**src/verilog/i2c_bringup_defs.svh**
```systemverilog
`ifndef I2C_BRINGUP_DEFS_SVH
`define I2C_BRINGUP_DEFS_SVH

// one switch select, then a write/read pair per eeprom byte
`define I2C_INIT_LENGTH 21

// address bytes as they go out on the bus, r/w bit included
`define I2C_SWITCH_ADDR 8'he8
`define I2C_EEPROM_WR 8'ha8
`define I2C_EEPROM_RD 8'ha9

// nack retries the master tolerates per command
`define I2C_NACK_DEFAULT 4'h2

// switch channel the identity eeprom hangs on
`define I2C_EEPROM_CHANNEL 8

// mac upper 3, mac lower 3, ip 4
`define EEPROM_ID_BYTES 10

// fallback identity when the eeprom is not trusted
`define DEFAULT_MAC 48'h503eaa059701
`define DEFAULT_IP 32'hc0a801e0

`endif

```
**src/verilog/i2c_pkg.sv**
```systemverilog
`default_nettype none

package i2c_pkg;

	// plain view: how the master sees a command
	typedef struct packed {
		logic        stop;
		logic [3:0]  nack;
		logic [31:0] data;
	} i2c_raw_t;

	// same word read as a bus switch select
	typedef struct packed {
		logic        stop;
		logic [3:0]  nack;
		logic [7:0]  dev;     // device address byte
		logic [7:0]  channel; // switch channel byte
		logic [15:0] low;     // zero on a switch select
	} i2c_switch_t;

	// 37-bit command word, decoded either way
	typedef union packed {
		i2c_raw_t    raw;
		i2c_switch_t sw;
	} i2c_cmd_u;

	// data returned by the master with its completion strobe
	typedef logic [31:0] i2c_result_t;

endpackage

`default_nettype wire

```
**src/verilog/netid_pkg.sv**
```systemverilog
`default_nettype none

package netid_pkg;

	typedef logic [47:0] mac_t;
	typedef logic [31:0] ip_t;

	// byte order as read from the eeprom, first byte on top
	typedef struct packed {
		logic [23:0] mac_upper;
		logic [23:0] mac_lower;
		ip_t         ip;
	} eeprom_id_t;

endpackage

`default_nettype wire

```
**src/verilog/i2c_record_if.sv**
```systemverilog
`timescale 1ns/1ps
`default_nettype none

interface i2c_record_if;
	import i2c_pkg::*;

	logic        record_valid; // single cycle per finished command
	i2c_cmd_u    record_cmd;
	i2c_result_t record_data;
	logic        record_init;  // command came from the initial list

	modport producer (
		output record_valid,
		output record_cmd,
		output record_data,
		output record_init
	);

	modport consumer (
		input record_valid,
		input record_cmd,
		input record_data,
		input record_init
	);

endinterface

`default_nettype wire

```
**src/verilog/i2c_init_sequencer.sv**
```systemverilog
`timescale 1ns/1ps
`default_nettype none

`include "i2c_bringup_defs.svh"

module i2c_init_sequencer (
	input  logic              hw,
	input  logic              poweronreset,
	input  logic              live_stop,
	input  logic [3:0]        live_nack,
	input  logic [31:0]       live_data,
	input  logic              live_start,
	input  logic              result_strobe,
	output i2c_pkg::i2c_cmd_u cmd,
	output logic              cmd_start,
	output logic              cmd_init,
	output logic              busy,
	output logic              init_done
);
	import i2c_pkg::*;

	localparam int LAST = `I2C_INIT_LENGTH - 1;
	localparam int IDX_W = $clog2(`I2C_INIT_LENGTH);

	logic [IDX_W-1:0] index;   // position in the initial list
	logic             waiting; // a command is out, strobe pending
	logic             last_init;

	// entry idx of the initial list
	// 0 selects the eeprom channel, odd entries write the byte address,
	// even entries read one byte back
	function automatic i2c_cmd_u list_entry(input logic [IDX_W-1:0] idx);
		i2c_cmd_u   c;
		logic [7:0] addr;
		addr = 8'((idx - 1'b1) >> 1);
		c.raw.nack = `I2C_NACK_DEFAULT;
		if (idx == '0) begin
			c.raw.stop = 1'b1;
			c.raw.data = {`I2C_SWITCH_ADDR, 8'(`I2C_EEPROM_CHANNEL), 16'h0000};
		end else if (idx[0]) begin
			c.raw.stop = 1'b0; // repeated start into the read
			c.raw.data = {`I2C_EEPROM_WR, addr, 16'h0000};
		end else begin
			c.raw.stop = 1'b1;
			c.raw.data = {`I2C_EEPROM_RD, 24'h000000};
		end
		return c;
	endfunction

	assign last_init = (index == IDX_W'(LAST));
	assign busy = waiting;

	always_ff @(posedge hw) begin
		if (poweronreset) begin
			index     <= '0;
			waiting   <= 1'b0;
			cmd_start <= 1'b0;
			cmd_init  <= 1'b0;
			init_done <= 1'b0;
		end else begin
			cmd_start <= 1'b0;
			if (!waiting && !init_done) begin
				// first entry, right out of reset
				cmd       <= list_entry(index);
				cmd_start <= 1'b1;
				cmd_init  <= 1'b1;
				waiting   <= 1'b1;
			end else if (waiting && result_strobe) begin
				if (cmd_init && !last_init) begin
					// chain straight into the next entry
					index     <= index + 1'b1;
					cmd       <= list_entry(index + 1'b1);
					cmd_start <= 1'b1;
				end else begin
					waiting   <= 1'b0;
					init_done <= init_done | cmd_init;
				end
			end else if (init_done && !waiting && live_start) begin
				cmd.raw   <= {live_stop, live_nack, live_data}; // host command as is
				cmd_start <= 1'b1;
				cmd_init  <= 1'b0;
				waiting   <= 1'b1;
			end
		end
	end

	// a start never stretches past one cycle
	a_start_pulse: assert property (
		@(posedge hw) disable iff (poweronreset)
		cmd_start |=> !cmd_start
	) else $error("cmd_start held for more than one cycle");

	// master only answers commands that are outstanding
	a_strobe_expected: assert property (
		@(posedge hw) disable iff (poweronreset)
		result_strobe |-> waiting
	) else $error("result_strobe with no command outstanding");

endmodule

`default_nettype wire

```
**src/verilog/i2c_result_stage.sv**
```systemverilog
`timescale 1ns/1ps
`default_nettype none

module i2c_result_stage (
	input  logic                 hw,
	input  logic                 poweronreset,
	input  i2c_pkg::i2c_cmd_u    cmd,
	input  logic                 cmd_start,
	input  logic                 cmd_init,
	input  logic                 result_strobe,
	input  i2c_pkg::i2c_result_t result_data,
	i2c_record_if.producer       rec
);
	import i2c_pkg::*;

	i2c_cmd_u pend_cmd;  // command now on the bus
	logic     pend_init;

	always_ff @(posedge hw) begin
		if (cmd_start) begin
			pend_cmd  <= cmd;
			pend_init <= cmd_init;
		end
	end

	always_ff @(posedge hw) begin
		if (poweronreset)
			rec.record_valid <= 1'b0;
		else
			rec.record_valid <= result_strobe;
	end

	// pair the strobe with the command that caused it
	always_ff @(posedge hw) begin
		if (result_strobe) begin
			rec.record_cmd  <= pend_cmd;
			rec.record_data <= result_data;
			rec.record_init <= pend_init;
		end
	end

	a_record_single: assert property (
		@(posedge hw) disable iff (poweronreset)
		rec.record_valid |=> !rec.record_valid
	) else $error("record_valid lasted two cycles");

endmodule

`default_nettype wire

```
**src/verilog/eeprom_id_capture.sv**
```systemverilog
`timescale 1ns/1ps
`default_nettype none

`include "i2c_bringup_defs.svh"

module eeprom_id_capture (
	input  logic                 hw,
	input  logic                 poweronreset,
	i2c_record_if.consumer       rec,
	input  logic                 load_macip,
	input  logic                 use_default,
	output netid_pkg::mac_t      mac,
	output netid_pkg::ip_t       ip,
	output logic                 host_result_valid,
	output i2c_pkg::i2c_result_t host_result_data
);
	import netid_pkg::*;

	eeprom_id_t       identity;
	logic [7:0]       channel;  // last channel selected on the switch
	logic             switch_sel;
	logic             id_byte;
	logic             live_rec;

	// a switch select as the initial list builds it
	assign switch_sel = rec.record_valid && rec.record_cmd.sw.stop &&
		(rec.record_cmd.sw.nack == `I2C_NACK_DEFAULT) &&
		(rec.record_cmd.sw.dev == `I2C_SWITCH_ADDR) &&
		(rec.record_cmd.sw.low == 16'h0000);

	// read bit set in the address byte, eeprom channel selected
	assign id_byte = rec.record_valid && rec.record_init &&
		rec.record_cmd.raw.data[24] &&
		(channel == 8'(`I2C_EEPROM_CHANNEL));

	assign live_rec = rec.record_valid && !rec.record_init;

	always_ff @(posedge hw) begin
		if (poweronreset) begin
			channel           <= 8'h00;
			identity          <= '0;
			mac               <= '0;
			ip                <= '0;
			host_result_valid <= 1'b0;
		end else begin
			if (switch_sel)
				channel <= rec.record_cmd.sw.channel;
			if (id_byte)
				identity <= {identity[71:0], rec.record_data[7:0]}; // first byte ends on top
			host_result_valid <= live_rec;
			if (load_macip) begin
				if (use_default) begin
					mac <= `DEFAULT_MAC;
					ip  <= `DEFAULT_IP;
				end else begin
					mac <= {identity.mac_upper, identity.mac_lower};
					ip  <= identity.ip;
				end
			end
		end
	end

	// live results back to the host
	always_ff @(posedge hw) begin
		if (live_rec)
			host_result_data <= rec.record_data;
	end

endmodule

`default_nettype wire

```
**src/verilog/i2c_bringup_top.sv**
```systemverilog
`timescale 1ns/1ps
`default_nettype none

module i2c_bringup_top (
	input  logic                 hw,
	input  logic                 poweronreset,
	// to the external i2c master
	output logic                 cmd_stop,
	output logic [3:0]           cmd_nack,
	output logic [31:0]          cmd_data,
	output logic                 cmd_start,
	input  logic                 result_strobe,
	input  i2c_pkg::i2c_result_t result_data,
	// host register port
	input  logic                 live_stop,
	input  logic [3:0]           live_nack,
	input  logic [31:0]          live_data,
	input  logic                 live_start,
	output logic                 busy,
	output logic                 host_result_valid,
	output i2c_pkg::i2c_result_t host_result_data,
	// identity
	input  logic                 load_macip,
	input  logic                 use_default,
	output netid_pkg::mac_t      mac,
	output netid_pkg::ip_t       ip,
	output logic                 init_done
);
	import i2c_pkg::*;

	i2c_cmd_u seq_cmd;
	logic     seq_init; // issued command belongs to the initial list

	i2c_record_if rec_if ();

	assign cmd_stop = seq_cmd.raw.stop;
	assign cmd_nack = seq_cmd.raw.nack;
	assign cmd_data = seq_cmd.raw.data;

	i2c_init_sequencer i_i2c_init_sequencer (
		.hw            (hw),
		.poweronreset  (poweronreset),
		.live_stop     (live_stop),
		.live_nack     (live_nack),
		.live_data     (live_data),
		.live_start    (live_start),
		.result_strobe (result_strobe),
		.cmd           (seq_cmd),
		.cmd_start     (cmd_start),
		.cmd_init      (seq_init),
		.busy          (busy),
		.init_done     (init_done)
	);

	i2c_result_stage i_i2c_result_stage (
		.hw            (hw),
		.poweronreset  (poweronreset),
		.cmd           (seq_cmd),
		.cmd_start     (cmd_start),
		.cmd_init      (seq_init),
		.result_strobe (result_strobe),
		.result_data   (result_data),
		.rec           (rec_if.producer)
	);

	eeprom_id_capture i_eeprom_id_capture (
		.hw                (hw),
		.poweronreset      (poweronreset),
		.rec               (rec_if.consumer),
		.load_macip        (load_macip),
		.use_default       (use_default),
		.mac               (mac),
		.ip                (ip),
		.host_result_valid (host_result_valid),
		.host_result_data  (host_result_data)
	);

endmodule

`default_nettype wire

```
**config.mk**
```make
export PLATFORM = sky130hd
export DESIGN_NAME = i2c_bringup_top
export DESIGN_NICKNAME = d
export VERILOG_FILES = /design/src/verilog/i2c_pkg.sv /design/src/verilog/netid_pkg.sv /design/src/verilog/i2c_record_if.sv /design/src/verilog/i2c_init_sequencer.sv /design/src/verilog/i2c_result_stage.sv /design/src/verilog/eeprom_id_capture.sv /design/src/verilog/i2c_bringup_top.sv
export VERILOG_INCLUDE_DIRS = /design/src /design/src/verilog
export SDC_FILE = /design/constraint.sdc
export NUM_CORES = 1
export LEC_CHECK = 0
export BUFFER_PORTS_ARGS = -buffer_cell sky130_fd_sc_hd__buf_2
export CAP_MARGIN = 10
export CORE_UTILIZATION = 52
export CTS_BUF_LIST = sky130_fd_sc_hd__clkbuf_4
export DETAILED_ROUTE_END_ITERATION = 10
export HOLD_SLACK_MARGIN = 0.05
export PLACE_DENSITY = 0.83
export SYNTH_ARGS = -nofsm -noshare
export SYNTH_HDL_FRONTEND = slang
export SYNTH_SLANG_ARGS = --single-unit
```
**constraint.sdc**
```tcl
create_clock -name hw -period 4.2 [get_ports hw]
set_input_delay 1.26 -clock hw [delete_from_list [all_inputs] [get_ports hw]]
set_output_delay 1.26 -clock hw [all_outputs]
set_load 0.05 [all_outputs]
```
Yosys cells after proc, flatten, opt, wreduce, memory -nomap -nowiden:

Cells that the tools add are included.

* logic and storage cells: 87
* bits of input ports: 75
* output and inout port bits: 153
* bits in registers: 356

* muxes and demuxes: 25
* bitwise gates (word level): 4
* equality and inequality tests: 7
* add/subtract/negate cells: 3
* reduce and logical (&&, ||, !) cells: 27

Operators by type and width (number)
* $mux W37: 4
* $mux W32: 3
* $mux W25: 2
* $mux W48: 1
* $logic_not A16 Y1: 1
* $mux W1: 15
* $logic_and A1 B1 Y1: 13
* $sub A5 B1 Y6 const B: 2
* $logic_not A5 Y1: 2
* $reduce_and A3 Y1: 3
* $eq A8 B4 Y1 const B: 1
* $eq A8 B8 Y1 const B: 1
* $ne A3 B2 Y1 const B: 2
* $add A5 B1 Y5 const B: 1
* $eq A5 B5 Y1 const B: 1
* $eq A4 B2 Y1 const B: 1
* $logic_not A1 Y1: 4
* $reduce_and A2 Y1: 2
* $not A1 Y1: 3
* $reduce_bool A3 Y1: 1
* $ne A2 B1 Y1 const B: 1
* $reduce_bool A2 Y1: 1
* $or A1 B1 Y1: 1

Longest topological paths before layout:

* word-level depth: 7
* gate-level depth with buffers: 7

Cells and area by module:

From an unflattened synthesis, not the netlist that was laid out.

* cell total of the unflattened synthesis: 1062
* area total of the unflattened synthesis: 12632.1 um^2

By module, submodules not included
* eeprom_id_capture: area an instance 7354.6 um^2, sequential area each 4344.2 um^2, instances 1, cells an instance 786
* i2c_result_stage: area an instance 3276.9 um^2, sequential area each 3263.1 um^2, instances 1, cells an instance 110
* i2c_init_sequencer: area an instance 2000.7 um^2, sequential area each 1291.2 um^2, instances 1, cells an instance 166

Worst setup path before layout:

No wires, ideal clock.

* path kind: input -> register
* start: input result_strobe
* end: register i_i2c_init_sequencer.cmd[0] (netlist name), enable pin
* path buffers: 1
* arrival time: 3.726 ns
* path slack: 0.020 ns
* data required time: 3.746 ns
* stages on the path: 4
* path through: and2_1 buf_4 nand3_1 a31oi_1

* word-level cells in the longest chain between the ends: 3
* elaborated cells on any way between the ends: 4
* those cells by class: eq/ne: 1; reduce/logical: 3

Ends and longest elaborated chain
* start: declaration: RTL line i2c_bringup_top.sv:12 `input logic result_strobe,`
* $logic_and A1 B1 Y1 (*): RTL line i2c_init_sequencer.sv:68 `end else if (waiting && result_strobe) begin`
* $ne A3 B2 Y1 (no source line) or $reduce_bool A3 Y1 (tied branches)
* $reduce_and A3 Y1 (no source line) (*)
* end signal: assignment: RTL line i2c_init_sequencer.sv:64 `cmd <= list_entry(index);`
* end signal: assignment: RTL line i2c_init_sequencer.sv:72 `cmd <= list_entry(index + 1'b1);`
* end: declaration: RTL line i2c_init_sequencer.sv:14 `output i2c_pkg::i2c_cmd_u cmd,`

Mark *: on every way between the ends. The rest lies on a longest branch, timed or not.
A chain may end at the register's enable or synchronous reset.

Worst setup path after layout:

* start: register i_i2c_init_sequencer.waiting (netlist: i_i2c_init_sequencer.busy)
* end: output busy

RTL lines
* start: declaration: RTL line i2c_init_sequencer.sv:26 `logic waiting;`
* start signal: assignment: RTL line i2c_init_sequencer.sv:56 `waiting <= 1'b0;`
* start signal: assignment: RTL line i2c_init_sequencer.sv:67 `waiting <= 1'b1;`
* start signal: assignment: RTL line i2c_init_sequencer.sv:75 `waiting <= 1'b0;`
* end: declaration: RTL line i2c_bringup_top.sv:19 `output logic busy,`

No word-level cell between the ends.

==> impl_summary.md <==
Power and ir drop
For this design the static power due to leakage is 0.00573 µW. The total power per unit cell area is 470 mW/mm². The worst-case IR drop observed on VDD is 0.000277 V.

The internal portion of the total power is 5330 µW. The switching power summed over all nets is 1750 µW. Of the total power, the share spent switching nets is 0.247. The clock power share is 0.386.

The part of the power in combinational logic is 0.069. Of the total power, registers draw 0.545.

Timing
The final number of hold-violating endpoints is 0. For the final database, setup skew stands at 0.0440 ns. The number of slew-limit violations in the final report is 0. At the pin with the least slew margin, the transition time is 0.963 ns.

The remaining max-slew budget at the tightest pin is 0.356. The final total negative setup slack is 0 ns. The count of endpoints failing setup in the final report is 0. Setup repair after global routing left no endpoint under its margin.

Static timing analysis puts the maximum clock frequency at 360 MHz. After layout, the worst setup slack is 1.42 ns. Dividing the final minimum period by the clock period gives 0.662.

The smallest clock period supported by the final layout is computed as 2.78 ns.

Floorplanning
The placeable core region is 0.0237 mm². The chip height is 158 µm. For this configuration, the core starts out at a cell density of 0.534.

The floorplan step set the die width to 158 µm. The die covers 0.0249 mm². The number of top-level pins is 228. The floorplan has 56 rows.

Clock network
The clock insertion delay at the later pin of the skew report is 0.69 ns. TritonCTS built the clock tree. The number of clock buffers added by TritonCTS is 88. The clock-pin slew of the registers on the worst-case setup and hold paths is 0.07 ns. The number of buffers inserted to repair setup after CTS is 0. The number of buffers on the longest clock path is 3. Gates resized during post-CTS repair numbered 0.

CTS built an H-tree with a depth of 3. Buffers inserted to repair hold after CTS numbered 0. The number of sinks handled by clock tree synthesis is 356.

CTS placed an instance of clkbuf_4 at the clock tree root.

Placed design
Before CTS, the worst setup slack after placement is 1.19 ns. The placed wire-length estimate is 16.5 mm. At the end of routability-driven placement, the weighted congestion stood at 0.878. In this run the cell area measured after placement is 0.0140 mm².

The number of input and output port buffers inserted is 227.

Detailed routing
The first TritonRoute pass finished after 5 iterations. The detailed-route wire length per cell is 15.5 µm. In the routed design, unresolved DRC markers number 0. The via count of the routed design is 8,755. The length of routed met3 wiring is 2.10 mm.

The ratio of routed vias to standard cells is 5.16. The sum of routed wire segments on met1 is 10.9 mm. The antenna violation net count after detailed routing is 0. The detailed-routed wire length on met2 is 12.8 mm.

After detailed routing, the total wire length is 26.3 mm. The initial detailed-routing violation count is 543. The top routing layer in use is met4.

Worst setup path
The worst register-to-register path begins at i_i2c_init_sequencer.index[0]. Walking the worst path, the cells encountered are buf_2. Of all nets on the critical path, the largest fanout is 8. The worst setup path is launched from a flop.

The kind of cell with the highest combined delay along the critical path is flip-flops. The worst setup path category is reg -> out. For the worst flop-to-flop path, the logic depth is 6. The launch point of the critical path is i_i2c_init_sequencer.busy. In this design, the stage delay of the slowest critical-path cell is 0.53 ns. The slowest stage of the critical path belongs to the cell dfxtp_1. In this run the number of cells on the critical path is 1. The worst setup slack for register-to-register paths is 1.62 ns. The endpoint of the most critical setup path is busy. Data on the critical path arrives at its endpoint at 1.52 ns. STA classifies the critical path endpoint as an output pin.

STA puts the critical path data required time at 2.94 ns. The sum of buffers and inverters on the critical path is 1. The capture point of the worst reg-to-reg path is i_i2c_init_sequencer.cmd[14].

Finish
After routing the design area is 0.0151 mm². The share of layout cells above drive strength 1 is 0.277. Relative to the synthesized area, the layout overhead comes to 19.2%. The final layout net count is 1,394.

Yosys
Synthesis produced a netlist with a net count of 1,143. The biggest area contributor in the post-synthesis netlist is edfxtp_1. The number of different library cells in the post-synthesis netlist is 43.

After synthesis, the mean cell area works out to 11.9 µm². Ranked by total cell area, the synthesized netlist is headed by edfxtp_1 42%, dfxtp_1 28%, a21oi_1 5.5%, nand2_1 5.1%, nand2b_1 3.4%. Ranked by instance count, the synthesized netlist is headed by 179 x dfxtp_1, 177 x edfxtp_1, 171 x nand2_1. Summing every instance area after synthesis gives 0.0126 mm².

Synthesis inferred 356 register bits. Of the synthesized area, sequential elements account for 0.704. The number of warnings reported in the yosys synthesis log is 0. The number of enable-type register cells in the synthesized netlist is 177.

Synthesis handed over a netlist of 1,064 instances. The dominant register cell in the synthesized netlist is dfxtp_1. The area share of the largest cell type after synthesis is 0.421.

The fraction of registers with async set or reset after synthesis is 0. By instance count, the leading cell after synthesis is dfxtp_1.

Global routing
The total global routing overflow is 0. The initial antenna violation count is 1. The number of global-route vias before repair came to 8,535. The total global-route track usage is 0.214.

The first global-routing pass estimated 41.9 mm of wire. The largest net degree at the start of global routing is 91.

Run
Across the run, the number of max-cap violations was 0.

Outcome
The flow ran to the end, and the final reports show no timing, DRC or antenna violations.

Worst hold path
The class of the worst hold path is reg -> reg.
-- layout make-up --
| class | count | area, µm² |
|---|---|---|
| Antenna cell | 1 | 2.50 |
| Clock buffer | 128 | 961 |
| Clock inverter | 25 | 121 |
| Fill cell | 1863 | 8620 |
| Inverter | 2 | 7.51 |
| Multi-Input combinational cell | 630 | 3430 |
| Sequential cell | 356 | 8900 |
| Tap cell | 319 | 399 |
| Timing Repair Buffer | 237 | 1240 |
-- metrics by stage --
step                      std cells  utilization  total power, µW  hold WS (ns)
after floorplan                1064            -             4260         0.400
after global placement         1544        0.590             4410         0.400
after detailed placement       1544        0.590             4420         0.405
after CTS                      1697        0.636             7150         0.415
after global routing           1698        0.636             7380         0.420
final                          1698        0.636             7080         0.413
-- worst min path at each step --
| stage | from | endpoint | depth (start not counted) |
|---|---|---|---|
| detailed placement | i_i2c_result_stage.pend_cmd[9] | i_i2c_result_stage.rec.record_cmd[9] | 0 |
| finish | i_i2c_result_stage.rec.record_data[9] | i_eeprom_id_capture.host_result_data[9] | 0 |
| floorplan | i_i2c_result_stage.rec.record_data[10] | i_eeprom_id_capture.host_result_data[10] | 0 |
| global placement | i_i2c_result_stage.rec.record_data[28] | i_eeprom_id_capture.host_result_data[28] | 0 |
| CTS | i_i2c_result_stage.pend_cmd[6] | i_i2c_result_stage.rec.record_cmd[6] | 0 |
| global route | i_i2c_result_stage.rec.record_data[10] | i_eeprom_id_capture.host_result_data[10] | 0 |
-- power by group through the flow --
stage / clock, µW / sequential (µW) / combinational [µW]
after global placement: 0 / 3930 / 477
after detailed placement: 0 / 3930 / 487
final: 2730 / 3860 / 487
after CTS: 2810 / 3860 / 489
after floorplan: 0 / 4120 / 145
after global routing: 2990 / 3870 / 517
-- metal layers --
layer | track usage | vias to the layer above
li1 | - | 4270
met1 | 0.271 | 4076
met2 | 0.343 | 363
met3 | 0.0597 | 46
met4 | 0.0934 | 0
met5 | 0 | -
-- logic make-up (layout without fill, tap and decap cells) --
logic type	count (synthesis)	after routing	share of synthesized area
flops	356	356	0.704
other cells	0	1	0
simple gates	428	428	0.174
mux	8	8	0.00634
buf+inv	78	392	0.0266
compound gates	184	184	0.0810
xor+xnor	6	6	0.00416
fa+ha+maj	4	4	0.00396
-- placed cells by master, fill, tap and decap left out, drive strengths merged, types with 2 or more instances in the layout --
| master | count |
|---|---|
| nand3b | 52 |
| clkbuf | 128 |
| nand4 | 4 |
| nor2b | 4 |
| ha | 4 |
| clkinv | 20 |
| edfxtp | 177 |
| mux2i | 8 |
| a31oi | 4 |
| nor3b | 2 |
| clkinvlp | 2 |
| a21oi | 139 |
| nor4bb | 2 |
| buf | 237 |
| o21ai | 5 |
| and3 | 26 |
| nor4b | 3 |
| nand3 | 6 |
| or3 | 5 |
| nand2b | 69 |
| nor3 | 3 |
| a211oi | 29 |
| xor2 | 2 |
| nor2 | 70 |
| nor4 | 4 |
| inv | 5 |
| a221o | 2 |
| nand2 | 171 |
| dfxtp | 179 |
| xnor2 | 4 |
| and2 | 2 |
-- state kept, by name, summed over array words and instances (netlist names) --
signal and flops:
i_i2c_result_stage.rec.record_cmd 37, i_i2c_result_stage.pend_cmd 37, i_i2c_init_sequencer.init_done 1, i_eeprom_id_capture.host_result_valid 1
i_i2c_init_sequencer.cmd_start 1, i_i2c_init_sequencer.cmd_init 1, i_eeprom_id_capture.ip 32, i_eeprom_id_capture.identity 80
i_i2c_result_stage.rec.record_init 1, i_i2c_init_sequencer.busy 1, i_i2c_init_sequencer.cmd 37, i_eeprom_id_capture.host_result_data 32
i_i2c_result_stage.pend_init 1, i_i2c_result_stage.rec.record_data 32, i_i2c_init_sequencer.index 5, i_eeprom_id_capture.channel 8
i_eeprom_id_capture.mac 48, i_i2c_result_stage.rec.record_valid 1
No activity file was read; power rests on OpenSTA's default activity.
